==> config.mk <==
export PLATFORM = sky130hd
export DESIGN_NAME = blk_conv_top
export DESIGN_NICKNAME = d
export VERILOG_FILES = /design/src/verilog/conv_ctrl_pkg.sv /design/src/verilog/mat_data_pkg.sv /design/src/verilog/blk_conv_top.sv /design/src/verilog/slice_emitter.sv /design/src/verilog/row_buffer_ram.sv /design/src/verilog/row_ingest.sv
export VERILOG_INCLUDE_DIRS = /design/src /design/src/verilog
export SDC_FILE = /design/constraint.sdc
export NUM_CORES = 1
export LEC_CHECK = 0
export BUFFER_PORTS_ARGS = -buffer_cell sky130_fd_sc_hd__buf_2
export CAP_MARGIN = 20
export CORE_MARGIN = 2
export CORE_UTILIZATION = 45
export CTS_BUF_LIST = sky130_fd_sc_hd__clkbuf_8
export DETAILED_ROUTE_END_ITERATION = 16
export PLACE_DENSITY_LB_ADDON = 0.05
export REMOVE_ABC_BUFFERS = 1
export SLEW_MARGIN = 20
export SYNTH_ARGS = -nofsm -noshare
export SYNTH_HDL_FRONTEND = slang
export SYNTH_SLANG_ARGS = --single-unit
export TNS_END_PERCENT = 30
==> constraint.sdc <==
create_clock -name clk -period 11.1 [get_ports clk]
set_input_delay 0.555 -clock clk [delete_from_list [all_inputs] [get_ports clk]]
set_output_delay 0.555 -clock clk [all_outputs]
set_load 0.02 [all_outputs]
==> src/verilog/blk_conv_defs.svh <==
// Matrix shape and element width for the row-to-block converter
// Derived values describe how a frame splits into slices and chunks
`ifndef BLK_CONV_DEFS_SVH
`define BLK_CONV_DEFS_SVH

// Element and frame geometry
`define BC_WIDTH          16
`define BC_COL            8
`define BC_ROW            8

// Multiplier array shape
`define BC_BLOCK_SIZE     2
`define BC_NUM_CORES      2

// ROW must divide by SLICE_ROWS and COL by BLOCK_SIZE
`define BC_SLICE_ROWS     (`BC_BLOCK_SIZE * `BC_NUM_CORES)
`define BC_CHUNKS_PER_ROW (`BC_COL / `BC_BLOCK_SIZE)
`define BC_SLICES         (`BC_ROW / `BC_SLICE_ROWS)

`endif
==> src/verilog/conv_ctrl_pkg.sv <==
// Converter control types
// Emitter FSM states and the status flags that ride along with each chunk

package conv_ctrl_pkg;

    // Emitter FSM
    typedef enum logic [1:0] {
        IDLE,
        LOAD,
        EMIT
    } emit_state_t;

    // Travels with every output chunk
    typedef struct packed {
        logic slice_last;   // last chunk of the current slice
        logic frame_last;   // last chunk of the whole frame
    } chunk_flags_t;

endpackage

==> src/verilog/mat_data_pkg.sv <==
// Matrix data types
// Elements, full frame rows and the chunk that feeds all cores at once
`include "blk_conv_defs.svh"

package mat_data_pkg;

    // One matrix element
    typedef logic [`BC_WIDTH-1:0] elem_t;

    // Full row, element 0 in the most significant position
    typedef elem_t [0:`BC_COL-1] row_t;

    // Adjacent columns taken from one slice row,
    // lower column index more significant
    typedef elem_t [0:`BC_BLOCK_SIZE-1] group_t;

    // Output chunk, slice row 0 in the most significant group
    typedef group_t [0:`BC_SLICE_ROWS-1] chunk_t;

    // Row index inside the frame store
    typedef logic [$clog2(`BC_ROW)-1:0] row_addr_t;

endpackage

==> src/verilog/blk_conv_top.sv <==
// Row-to-block converter
// Takes a matrix frame row by row and re-emits it as per-slice column chunks
// in the order consumed by the multi-core multiplier
`timescale 1ns/10ps

module blk_conv_top (
    input  logic                        clk,
    input  logic                        rst_n,
    input  logic                        in_valid,
    output logic                        in_ready,
    input  mat_data_pkg::row_t          in_row,
    output logic                        out_valid,
    input  logic                        out_ready,
    output mat_data_pkg::chunk_t        out_chunk,
    output conv_ctrl_pkg::chunk_flags_t out_flags
);

    logic                    wr_en;
    mat_data_pkg::row_addr_t wr_addr;
    mat_data_pkg::row_t      wr_row;
    mat_data_pkg::row_addr_t rd_addr;
    mat_data_pkg::row_t      rd_row;
    logic                    frame_full;
    logic                    frame_done;

    row_ingest u_ingest (
        .clk        (clk),
        .rst_n      (rst_n),
        .in_valid   (in_valid),
        .in_ready   (in_ready),
        .in_row     (in_row),
        .frame_done (frame_done),
        .wr_en      (wr_en),
        .wr_addr    (wr_addr),
        .wr_row     (wr_row),
        .frame_full (frame_full)
    );

    row_buffer_ram u_buffer (
        .clk     (clk),
        .wr_en   (wr_en),
        .wr_addr (wr_addr),
        .wr_row  (wr_row),
        .rd_addr (rd_addr),
        .rd_row  (rd_row)
    );

    slice_emitter u_emitter (
        .clk        (clk),
        .rst_n      (rst_n),
        .frame_full (frame_full),
        .frame_done (frame_done),
        .rd_addr    (rd_addr),
        .rd_row     (rd_row),
        .out_valid  (out_valid),
        .out_ready  (out_ready),
        .out_chunk  (out_chunk),
        .out_flags  (out_flags)
    );

endmodule

==> src/verilog/slice_emitter.sv <==
// Slice emitter
// Loads one slice of rows from the frame store at a time and streams it out
// as column chunks, one per transfer, with slice and frame end flags
`timescale 1ns/10ps
`include "blk_conv_defs.svh"

module slice_emitter (
    input  logic                        clk,
    input  logic                        rst_n,
    input  logic                        frame_full,
    output logic                        frame_done,
    output mat_data_pkg::row_addr_t     rd_addr,
    input  mat_data_pkg::row_t          rd_row,
    output logic                        out_valid,
    input  logic                        out_ready,
    output mat_data_pkg::chunk_t        out_chunk,
    output conv_ctrl_pkg::chunk_flags_t out_flags
);

    localparam int LD_W        = $clog2(`BC_SLICE_ROWS + 1);
    localparam int CAP_W       = (`BC_SLICE_ROWS > 1) ? $clog2(`BC_SLICE_ROWS) : 1;
    localparam int CHUNK_W     = (`BC_CHUNKS_PER_ROW > 1) ? $clog2(`BC_CHUNKS_PER_ROW) : 1;
    localparam int SLICE_W     = (`BC_SLICES > 1) ? $clog2(`BC_SLICES) : 1;
    // One extra cycle covers the store's read latency
    localparam int LOAD_CYCLES = `BC_SLICE_ROWS + 1;

    conv_ctrl_pkg::emit_state_t state;

    logic [LD_W-1:0]    ld_idx;
    logic [CAP_W-1:0]   cap_idx;
    logic               cap_en;
    logic [CHUNK_W-1:0] chunk_idx;
    logic [SLICE_W-1:0] slice_idx;
    logic               chunk_last;
    logic               slice_final;
    logic               xfer;

    mat_data_pkg::row_t slice_rows [`BC_SLICE_ROWS];

    assign chunk_last  = (chunk_idx == CHUNK_W'(`BC_CHUNKS_PER_ROW - 1));
    assign slice_final = (slice_idx == SLICE_W'(`BC_SLICES - 1));
    assign out_valid   = (state == conv_ctrl_pkg::EMIT);
    assign xfer        = out_valid && out_ready;
    assign frame_done  = xfer && chunk_last && slice_final;

    assign out_flags.slice_last = chunk_last;
    assign out_flags.frame_last = chunk_last && slice_final;

    // Frame row of the slice row being fetched
    assign rd_addr = mat_data_pkg::row_addr_t'(slice_idx * `BC_SLICE_ROWS + ld_idx);

    always_ff @(posedge clk) begin
        if (!rst_n) begin
            state     <= conv_ctrl_pkg::IDLE;
            ld_idx    <= '0;
            cap_en    <= 1'b0;
            chunk_idx <= '0;
            slice_idx <= '0;
        end else begin
            cap_en <= (state == conv_ctrl_pkg::LOAD) && (ld_idx < LD_W'(`BC_SLICE_ROWS));
            case (state)
                conv_ctrl_pkg::IDLE: begin
                    if (frame_full) begin
                        state     <= conv_ctrl_pkg::LOAD;
                        ld_idx    <= '0;
                        chunk_idx <= '0;
                        slice_idx <= '0;
                    end
                end
                conv_ctrl_pkg::LOAD: begin
                    // Last cycle only waits for the final read to land
                    if (ld_idx == LD_W'(`BC_SLICE_ROWS)) begin
                        state <= conv_ctrl_pkg::EMIT;
                    end else begin
                        ld_idx <= ld_idx + 1'b1;
                    end
                end
                conv_ctrl_pkg::EMIT: begin
                    if (xfer) begin
                        if (chunk_last) begin
                            chunk_idx <= '0;
                            ld_idx    <= '0;
                            if (slice_final) begin
                                state     <= conv_ctrl_pkg::IDLE;
                                slice_idx <= '0;
                            end else begin
                                state     <= conv_ctrl_pkg::LOAD;
                                slice_idx <= slice_idx + 1'b1;
                            end
                        end else begin
                            chunk_idx <= chunk_idx + 1'b1;
                        end
                    end
                end
                default: state <= conv_ctrl_pkg::IDLE;
            endcase
        end
    end

    // Capture trails the read index by one cycle
    always_ff @(posedge clk) begin
        cap_idx <= CAP_W'(ld_idx);
        if (cap_en) begin
            slice_rows[cap_idx] <= rd_row;
        end
    end

    // Same column pair from every slice row
    always_comb begin
        for (int r = 0; r < `BC_SLICE_ROWS; r++) begin
            out_chunk[r] = slice_rows[r][chunk_idx * `BC_BLOCK_SIZE +: `BC_BLOCK_SIZE];
        end
    end

    a_hold_on_stall: assert property (
        @(posedge clk) disable iff (!rst_n)
        out_valid && !out_ready |=> out_valid && $stable(out_chunk) && $stable(out_flags)
    );

    // A slice load keeps the output quiet for its full length, then presents data
    a_load_quiet: assert property (
        @(posedge clk) disable iff (!rst_n)
        (state == conv_ctrl_pkg::LOAD && ld_idx == '0) |->
            (!out_valid) [*LOAD_CYCLES] ##1 out_valid
    );

endmodule

==> src/verilog/row_buffer_ram.sv <==
// Frame store
// Holds every row of one frame, since a chunk gathers rows that
// arrived far apart. One write port, one read port with registered output
`timescale 1ns/10ps
`include "blk_conv_defs.svh"

module row_buffer_ram (
    input  logic                    clk,
    input  logic                    wr_en,
    input  mat_data_pkg::row_addr_t wr_addr,
    input  mat_data_pkg::row_t      wr_row,
    input  mat_data_pkg::row_addr_t rd_addr,
    output mat_data_pkg::row_t      rd_row
);

    mat_data_pkg::row_t mem [`BC_ROW];

    always_ff @(posedge clk) begin
        if (wr_en) begin
            mem[wr_addr] <= wr_row;
        end
    end

    // Data appears the cycle after the address
    always_ff @(posedge clk) begin
        rd_row <= mem[rd_addr];
    end

endmodule

==> src/verilog/row_ingest.sv <==
// Row ingest
// Accepts frame rows from the input stream and writes them to the frame store,
// then closes the input until the emitter reports the frame as sent
`timescale 1ns/10ps
`include "blk_conv_defs.svh"

module row_ingest (
    input  logic                    clk,
    input  logic                    rst_n,
    input  logic                    in_valid,
    output logic                    in_ready,
    input  mat_data_pkg::row_t      in_row,
    input  logic                    frame_done,
    output logic                    wr_en,
    output mat_data_pkg::row_addr_t wr_addr,
    output mat_data_pkg::row_t      wr_row,
    output logic                    frame_full
);

    localparam mat_data_pkg::row_addr_t LAST_ROW = mat_data_pkg::row_addr_t'(`BC_ROW - 1);

    mat_data_pkg::row_addr_t row_cnt;
    logic                    accept;

    assign accept = in_valid && in_ready;

    always_ff @(posedge clk) begin
        if (!rst_n) begin
            in_ready   <= 1'b1;
            row_cnt    <= '0;
            wr_en      <= 1'b0;
            frame_full <= 1'b0;
        end else begin
            wr_en      <= accept;
            // Frame is complete once the last row has been written
            frame_full <= wr_en && (wr_addr == LAST_ROW);
            if (accept) begin
                if (row_cnt == LAST_ROW) begin
                    in_ready <= 1'b0;
                end else begin
                    row_cnt <= row_cnt + 1'b1;
                end
            end else if (frame_done) begin
                // Emitter is finished, open up for the next frame
                row_cnt  <= '0;
                in_ready <= 1'b1;
            end
        end
    end

    // Write port registers
    always_ff @(posedge clk) begin
        if (accept) begin
            wr_addr <= row_cnt;
            wr_row  <= in_row;
        end
    end

    // With the input closed only the last row of the frame may still be written
    a_no_write_when_closed: assert property (
        @(posedge clk) disable iff (!rst_n)
        !in_ready |-> !wr_en || ($fell(in_ready) && wr_addr == LAST_ROW)
    );

endmodule

# Yosys cells after proc, flatten, opt, wreduce, memory -nomap -nowiden
# Memory sizes are Yosys's and may differ from the RTL's. A register that Yosys moved wholly into a read port is not among the register bits.
# Index checks and enable logic that the tools add are counted.
dict set report word_totals {
  reg_bits 148
  inputBits 132
  wordCells 152
  n_memories 2
  ramBits 1536
}
dict set report op_classes {
  reduce_logical 17
  eq_ne 13
  bitwise 1
  order_cmp 1
  shift 64
  mux 30
  add_sub_neg 5
}
# memory depth word_bits read_ports rd_clocked_by_memory_dff write_ports line_no
set mem_list {}
lappend mem_list {u_buffer.mem 8 128 1 1 1 row_buffer_ram.sv:16} ;# mat_data_pkg::row_t mem [`BC_ROW];
lappend mem_list {u_emitter.slice_rows 4 128 4 0 1 slice_emitter.sv:38} ;# mat_data_pkg::row_t slice_rows [`BC_SLICE_ROWS];
# cell n
set op_table {}
lappend op_table {{8-bit by 33-bit indexed part select with 9-bit output} 64}
lappend op_table {{3-bit NOT with 33-bit output} 1}
lappend op_table {{3-bit 2-to-1 mux} 7}
lappend op_table {{2-bit 2-to-1 mux} 7}
lappend op_table {{2-bit != test (second input constant)} 7}
lappend op_table {{1-bit 2-to-1 mux} 12}
lappend op_table {{3-bit equality test (second input constant)} 3}
lappend op_table {{3-bit one-hot mux with 3 select lines} 1}
lappend op_table {{4-bit AND reduction} 2}
lappend op_table {{1-bit logical AND} 7}
lappend op_table {{3-bit by 1-bit adder with 3-bit output (second input constant)} 2}
lappend op_table {{2-bit one-hot mux with 3 select lines} 1}
lappend op_table {{5-bit AND reduction} 1}
lappend op_table {{2-bit equality test (second input constant)} 2}
lappend op_table {{2-bit one-hot mux with 2 select lines} 1}
lappend op_table {{2-bit AND reduction} 2}
lappend op_table {{2-bit nonzero test} 2}
lappend op_table {{3-bit adder} 1}
lappend op_table {{3-bit less-than comparator (second input constant)} 1}
lappend op_table {{3-bit AND reduction} 1}
lappend op_table {{3-bit nonzero test} 1}
lappend op_table {{2-bit by 1-bit adder with 2-bit output (second input constant)} 1}
lappend op_table {{2-bit by 1-bit equality test with 1-bit output (second input constant)} 1}
lappend op_table {{2-bit logical NOT} 1}
lappend op_table {{2 further kinds} 2}

# Logic depth before layout (Yosys ltp)
# Gate-level depths: netlist of run 1.
dict set report depth {
  ltp_word 6
  depth_mapped 8
  mapped_depth_nobuf 5
}

# Cells and area by module
# A second synthesis of run 1 with hierarchy kept.
dict set report hier_totals {
  hier_cells 2521
  area_unflattened_um2 64823.4
}
# mod area_each_um2 cells_each instances
set by_module_without_submodules {}
lappend by_module_without_submodules {row_buffer_ram 41554.9 1620 1}
lappend by_module_without_submodules {slice_emitter 19067.0 741 1}
lappend by_module_without_submodules {row_ingest 4201.5 160 1}

# Least setup slack after synthesis of run 1
# OpenSTA, ideal clock, no wires.
dict set report synth_path {
  path_type {flip-flop to flip-flop}
  start {reg u_emitter.cap_idx[1]}
  end {mem u_emitter.slice_rows[0][0] in the netlist's numbering, enable pin}
  t_arrival_ns 9.560
  n_path_buf 0
  setup_slack_ns 0.742
  setup_ns 0.797
  t_required_ns 10.303
  stages_incl_launch_ff 2
  synth_period_minus_slack_ns 10.358
  path_cell_list {dfxtp_1 -> nor3b_1}
}
# item line_no
set synth_lines {}
lappend synth_lines {{start, declared} slice_emitter.sv:30} ;# logic [CAP_W-1:0] cap_idx;
lappend synth_lines {{start signal, assigned} slice_emitter.sv:102} ;# cap_idx <= CAP_W'(ld_idx);
lappend synth_lines {{end, declared} slice_emitter.sv:38}
# No word-level cell before the write port.

==> metrics.txt, run 1 <==
Die Span X=382 um; via count=28.0k; total power=about 13 mW; skew final=0.0715 ns; most frequent cells in the layout=edfxtp_1, mux4_2, clkbuf_8, buf_2, dfxtp_1; Core ar.=142000 um^2; first-pass iteration count of the detailed router=5; Non-Filler Instances=5285; drt first-iter violations=2013; Psw=approximately 2.7 mW; Synth Area in Simple Gates=0.00417; final RePlAce weighted congestion=between 0.7 and 0.8; H-tree Lvls=5; Seq pwr share=0.570; switching part of the total power=0.204; TritonCTS Sinks=1812; vias per cell=5.30; Overflow after GRT=0; WP data arrival=between 3 and 4 ns; first-pass GRT wire length=203000 um; Int Pwr=10.6 mW; Comb power frac=0.015; Die Height=382 um; CTS tree=done; Nets=3302; Ys Warns=0; synthesized area=64300 um^2; Max VDD drop=0.106 mV; Min Hold Slack=0.276 ns; async set-reset flop share out of synthesis=0; drc violations=0; Fin. Hold Viols=0; Synth cell types=40; P&R area growth vs syn=16.6%; initial antenna violation count=9; setup violators final=0; number of CTS-inserted buffers=310; synthesis-stage register bit count=roughly 1.8k; status=complete, no violations; Port-buffer cells=263; worst hold path class=input port to flip-flop; Root Buffer=clkbuf_8; leakage power=between 20 and 25 nW; post-synthesis compound-gate area fraction=0.00189; clk_lat worst skew=0.99 ns; MaxCap Viol Count=0; GR Util All Layers=0.190; Setup crit end kind=output port; Bufs on Longest Clock Path=4; top achievable clock speed=approximately 220 MHz; placed cells=roughly 4.6k; Slew Viols, Final=0; share of cells above drive strength 1=0.363; Ports=264; Die Area=about 150000 um^2; drt total wl=138000 um; clock network fraction of total power=0.415; Worst Path Max Fanout=a little under 60; Tmin final=4.51 ns; Final ANT Viol Nets=0; wire length per cell=26.1 um; Critical Path Start Type=flip-flop; Cell Pwr Density=around 180 nW/um^2; Rows=138; Syn Inst Count=2516; final worst-path cycle share=0.407; Avg Cell Area, Syn=25.5 um^2; unrepaired setup endpoints after global routing=no; Post-synth EDFFs=1667; worst slew pin tran=1.15 ns; proportion of synthesized area in mux cells=0.158; largest net degree at the start of global routing=roughly 140; vias in the first global route=between 30k and 40k; placed instance area=67800 um^2; Layout Utilization=0.529; clock-pin slew on the worst setup and hold paths=roughly 0.060 ns; hpwl dp=74500 um; top_reg_cell synth=edfxtp_1; Initial Util=0.454; critical path class=flip-flop to output port; Seq/Total Area, Yosys=0.824; largest family of logic cells by synthesized area=multiplexers; Rel. slew slack=0.236; Synth Area in XOR/XNOR=0.000273; Finished Cell Area=roughly 75000 um^2; Req. time, crit path=10.55 ns; Post-Synth Adder-Cell Area=0.000974; most common library cell in the layout ignoring fill and taps=edfxtp_1
[metrics by stage]
step	setup TNS (ns)	setup WS [ns]
final	0	6.59
after CTS	0	6.37
after global routing	0	6.22
after detailed placement	0	7.30
after global placement	0	7.37
after floorplan	-63.05	-1.02
[path summary, 6_finish.rpt]
check	from	to	slack (ns)	cells past startpoint
worst min register to register	u_buffer.rd_row[90]	u_emitter.slice_rows[2][90]	0.48	0
worst max register to register	u_emitter.ld_idx[0]	u_buffer.rd_row[127]	7.66	5
worst max-delay path	u_emitter.chunk_idx[1]	out_chunk[45]	6.59	4
worst min-delay path	in_row[55]	u_ingest.wr_row[55]	0.28	2
[kinds of logic after synthesis]
group           Yosys count
mux                     515
flops                  1812
fa+ha+maj                 5
buf+inv                 110
compound gates           20
xor+xnor                  2
simple gates             52
[cells in the mapped netlist, types with 2 or more instances]
cell	number	area (um^2)
edfxtp_1	1667	50100
mux4_2	381	8580
dfxtp_1	145	2900
mux2_2	125	1410
buf_2	46	230
clkbuf_1	23	86.3
buf_6	22	248
nor2_1	13	48.8
buf_1	9	33.8
nand2_1	9	33.8
nand3_1	7	35.0
a21oi_1	6	30.0
nand2b_1	6	37.5
ha_1	5	62.6
inv_1	5	18.8
o21ai_0	5	25.0
o22ai_1	5	31.3
and3_1	4	25.0
mux2_4	3	45.0
mux2i_1	3	30.0
mux4_1	3	78.8
nor3_1	3	15.0
buf_4	2	15.0
nand3b_1	2	15.0
nand4_1	2	12.5
[registers in the layout, indices dropped and copies added (netlist names), 2 cells and up]
| signal | cells |
|---|---|
| u_buffer.rd_row | 128 |
| u_emitter.state | 2 |
| u_ingest.wr_addr | 3 |
| u_buffer.mem | 1024 |
| u_emitter.ld_idx | 3 |
| u_emitter.cap_idx | 2 |
| u_ingest.wr_row | 128 |
| u_ingest.row_cnt | 3 |
| u_emitter.slice_rows | 512 |
| u_emitter.chunk_idx | 2 |
[layer usage]
metal	global-route usage	part of all wire	up-vias	wire length (um)
met4	0.0506	0.016	10	2140
li1	-	-	12000	-
met3	0.0417	0.048	190	6590
met5	0	0.00046	-	64
met1	0.254	0.43	15100	59400
met2	0.318	0.50	741	69500
[power by group through the flow]
stage,Clock (mW),Combinational (mW),Sequential [mW]
after floorplan,0,0.0872,7.75
after CTS,5.74,0.205,7.63
after global placement,0,0.165,7.76
after global routing,6.05,0.213,7.64
final,5.55,0.198,7.63
after detailed placement,0,0.166,7.77
[layout make-up]
| class | count | area [um^2] |
|---|---|---|
| flip-flops and latches | 1812 | 53000 |
| diodes | 1 | 2.50 |
| fillers | 10900 | 66700 |
| clock inverters | 187 | 896 |
| repair buffers | 442 | 3070 |
| multi-input cells | 594 | 10700 |
| well taps | 1890 | 2360 |
| inverters | 5 | 23.8 |
| clock buffers | 354 | 4870 |
[repair_timing]
action,4_1_cts,5_1_grt
hold buffers,132,0
hold endpoints to repair,139,0
resized for setup,0,0
buffers inserted,0,0
[worst max-delay path: stages (launching register included)]
cell	delay, ns
dfxtp_4	0.58
buf_4	0.94
buf_4	0.69
mux4_2	0.42
buf_2	0.17
Power figures use the tool's default switching activity.
==> inputs of run 2 (changes only) <==
--- a/config.mk
+++ b/config.mk
@@ -6,6 +6,7 @@
 export SDC_FILE = /design/constraint.sdc
 export NUM_CORES = 1
 export LEC_CHECK = 0
+export ABC_AREA = 1
 export BUFFER_PORTS_ARGS = -buffer_cell sky130_fd_sc_hd__buf_2
 export CAP_MARGIN = 20
 export CORE_MARGIN = 2
==> constraint.sdc (replaced) <==
create_clock -name clk -period 3.9 [get_ports clk]
set_input_delay 0.195 -clock clk [delete_from_list [all_inputs] [get_ports clk]]
set_output_delay 0.195 -clock clk [all_outputs]
set_load 0.02 [all_outputs]
==> run 2 against run 1 <==
Global-route usage is 2.4 points higher. Largest power group unchanged. Sequential cell count stayed put. Utilization grew 0.51 points. Largest cell class unchanged. Critical path type unchanged. Die area grew 2.9%. Non-clock buffer count is 153 higher. Worst setup slack got worse by 6.1 ns.
==> metrics.txt, run 2 <==
Critical Path Start Type=flip-flop (unchanged); Critical R2R Capture=u_emitter.state[0] (was u_buffer.rd_row[127]); top_reg_cell synth=edfxtp_1 (unchanged); GR Util All Layers=0.214 (was 0.190); CP Cell Sequence=buf_12 > o21ai_0 > o22ai_1 > buf_2 (was buf_4 > buf_4 > mux4_2 > buf_2); fillcell total=12.2k (was 10.9k); area of the multi-input gates=11700 um^2 (was 10700 um^2); Die Span X=387 um (was 382 um); initial antenna violation count=5 (was 9); proportion of synthesized area in mux cells=0 (was 0.158); via count=39.2k (was 28.0k); Tmin final=3.44 ns; Hold-fix buffers, CTS=259 (was 132); final RePlAce weighted congestion=0.747 (was 0.738); placed cells=6737 (was 4610); setup violators final=0 (unchanged); clock network fraction of total power=0.389 (was 0.415); RR Startpoint=u_emitter.ld_idx[0] (unchanged); synthesis-stage register bit count=1812 (unchanged); drt first-iter violations=2852 (was 2013); Setup crit end kind=output port (unchanged); Slew Viols, Final=0 (unchanged); share of cells above drive strength 1=0.130 (was 0.363); Biggest register=u_buffer.mem (unchanged); Cell Pwr Density=517 nW/um^2 (was 179 nW/um^2); first-pass GRT wire length=243000 um (was 203000 um); Worst Path Max Fanout=197 (was 58); Req. time, crit path=3.70 ns (was 10.55 ns); most common library cell in the layout ignoring fill and taps=edfxtp_1 (unchanged); drc violations=0 (unchanged); clock-pin slew on the worst setup and hold paths=0.06 ns (about the same); Seq pwr share=0.560 (was 0.570); Rel. slew slack=0.0349 (was 0.236); unrepaired setup endpoints after global routing=no (unchanged); Max VDD drop=0.273 mV (was 0.106 mV); Post-synth EDFFs=1667 (unchanged); switching part of the total power=0.228 (was 0.204); ranking of synthesized cells by area=edfxtp_1, o21ai_0, nor2_1 (was edfxtp_1, mux4_2, dfxtp_1); vias per cell=5.19 (was 5.30); H-tree Lvls=5 (unchanged); MaxCap Viol Count=0 (unchanged); Avg Cell Area, Syn=13.9 um^2 (was 25.5 um^2); worst slew pin tran=1.45 ns (was 1.15 ns); R2R depth=8 (was 5); hpwl dp=80900 um (was 74500 um); Int Pwr=31.0 mW (was 10.6 mW); Syn Inst Count=4769 (was 2516); CTS tree=done (unchanged); Layout Utilization=0.534 (was 0.529); Min Hold Slack=0.105 ns (was 0.276 ns); drt total wl=162000 um (was 138000 um); most common cell in the netlist=edfxtp_1 (unchanged); slowest CP cell=o22ai_1 (was buf_4); Ys Warns=0 (unchanged); leakage power=27.4 nW (was 24.2 nW); largest net degree at the start of global routing=198 (was 143); Synth Area in Simple Gates=0.0845 (was 0.00417); Crit path largest cell delay=0.44 ns (was 0.94 ns); Die Height=387 um (was 382 um); Synth cell types=23 (was 40); top cell type by total area after synthesis=edfxtp_1 (unchanged); Overflow after GRT=0 (unchanged); number of CTS-inserted buffers=316 (was 310); Initial Util=0.454 (about the same); setup repair bufs after CTS=0 (unchanged); Rows=140 (was 138); Die Area=150000 um^2 (was 146000 um^2); R2R setup slack=1.35 ns (was 7.66 ns); total power=40.2 mW (was 13.4 mW); wire length per cell=21.5 um (was 26.1 um); top achievable clock speed=291 MHz; clk_lat worst skew=0.95 ns (was 0.99 ns); critical path class=flip-flop to output port (unchanged); Non-Filler Instances=7548 (was 5285); P&R area growth vs syn=17.7% (was 16.6%); first-pass iteration count of the detailed router=5 (unchanged); vias in the first global route=39.1k (was 30.7k); Root Buffer=clkbuf_8 (unchanged); Setup TNS Final=0 ns (unchanged); largest family of logic cells by synthesized area=compound AO/OA/AOI/OAI gates (was multiplexers); async set-reset flop share out of synthesis=0 (unchanged); WP data arrival=3.24 ns (was 3.96 ns); Post-synth top cells=edfxtp_1, nor2_1, o21ai_0, nand2_1, dfxtp_1 (was edfxtp_1, mux4_2, dfxtp_1, mux2_2, buf_2); Ports=264 (unchanged); Psw=9.18 mW (was 2.73 mW); TritonCTS Sinks=1812 (unchanged); worst hold endpoint=u_ingest.row_cnt[0] (was u_ingest.wr_row[55]); post-synthesis compound-gate area fraction=0.0905 (was 0.00189); Hold Crit Depth=4 (was 2); synthesized area=66100 um^2 (was 64300 um^2); Hold Startpoint=rst_n (was in_row[55]); skew final=0.0527 ns (was 0.0715 ns); final worst-path cycle share=0.882; Bufs on Longest Clock Path=4 (unchanged); post-CTS resize count=0 (unchanged); top flop regs=u_buffer.mem: 1024 flops, u_emitter.slice_rows: 512 flops (unchanged); max FFs per register=1024 (unchanged); worst hold path class=input port to flip-flop (unchanged); status=complete, no violations (unchanged); Fin. Hold Viols=0 (unchanged); Comb power frac=0.051 (was 0.015); Synth top area share=0.757 (was 0.779); Register Area=53000 um^2 (unchanged); Nets=5534 (was 3302); Port-buffer cells=263 (unchanged); Synth Area in XOR/XNOR=0.000132 (was 0.000273); most frequent cells in the layout=edfxtp_1, nor2_1, o21ai_0, nand2_1, clkbuf_8 (was edfxtp_1, mux4_2, clkbuf_8, buf_2, dfxtp_1); Core ar.=146000 um^2 (was 142000 um^2); Final ANT Viol Nets=0 (unchanged); Post-Synth Adder-Cell Area=0.000946 (was 0.000974); Seq/Total Area, Yosys=0.801 (was 0.824)
## run 2: changes by cell type after synthesis, sizes merged, moves of 16 or more
cell	change
buf	+63
clkbuf	+117
inv	+16
mux2	-128
mux4	-384
nand2	+406
nor2	+1032
o21ai	+1022
o22ai	+123
## run 2: critical path: cells and delay by family, from the launching register on
family / cells / cell delay, ns
AO/OA/AOI/OAI: 2 / 0.68
buffers and inverters: 2 / 0.68
flip-flops: 1 / 0.39
## run 2: worst max path at each step
stage | startpoint | endpoint | cells after the start
after floorplan | u_emitter.ld_idx[0] | u_emitter.ld_idx[1] | 9
after global placement | u_emitter.ld_idx[0] | u_emitter.ld_idx[0] | 7
after detailed placement | u_emitter.chunk_idx[0] | out_chunk[42] | 4
after CTS | u_emitter.chunk_idx[0] | out_chunk[42] | 4
after global routing | u_emitter.chunk_idx[0] | out_chunk[42] | 4
final | u_emitter.chunk_idx[0] | out_chunk[100] | 4
## run 2: per-layer routing
| metal | track usage | part of all wire | wire length [um] |
|---|---|---|---|
| met1 | 0.299 | 0.45 | 73700 |
| met3 | 0.0359 | 0.048 | 7850 |
| met5 | 0 | 0 | 0 |
| met4 | 0.0692 | 0.024 | 3960 |
| met2 | 0.343 | 0.47 | 76700 |
## run 2: stage by stage
step | worst slack (ns) | instance area [um^2]
floorplan | -15.16 | 64700
global placement | 1.58 | 69600
detailed placement | 1.58 | 69600
CTS | 0.530 | 77900
global route | 0.321 | 77900
finish | 0.460 | 77900
## run 2: logic make-up (layout without fill, tap and decap cells)
kind of cell / count (synthesis) / in the layout
adders and majority gates: 5 / 5
other: 0 / 2
and+or+nand+nor: 1481 / 1481
DFF: 1812 / 1812
AOI/OAI and AO/OA: 1164 / 1164
buffers and inverters: 306 / 1166
xor gates and xnor gates: 1 / 1
## run 2: area by class of cell
type / instances / area share
well taps: 1917 / 0.0308
inverters: 21 / 0.00137
repair buffers: 595 / 0.0638
clock buffers: 345 / 0.0610
flip-flops and latches: 1812 / 0.680
clock inverters: 205 / 0.0118
multi-input cells: 2651 / 0.151
diodes: 2 / 0.0000643
## run 2: power by group through the flow
stage	clock network, mW	logic, mW	registers, mW
floorplan	0	1.22	22.8
global placement	0	1.87	22.9
detailed placement	0	1.87	22.9
CTS	16.1	2.08	22.5
global route	17.0	2.32	22.6
finish	15.7	2.05	22.5
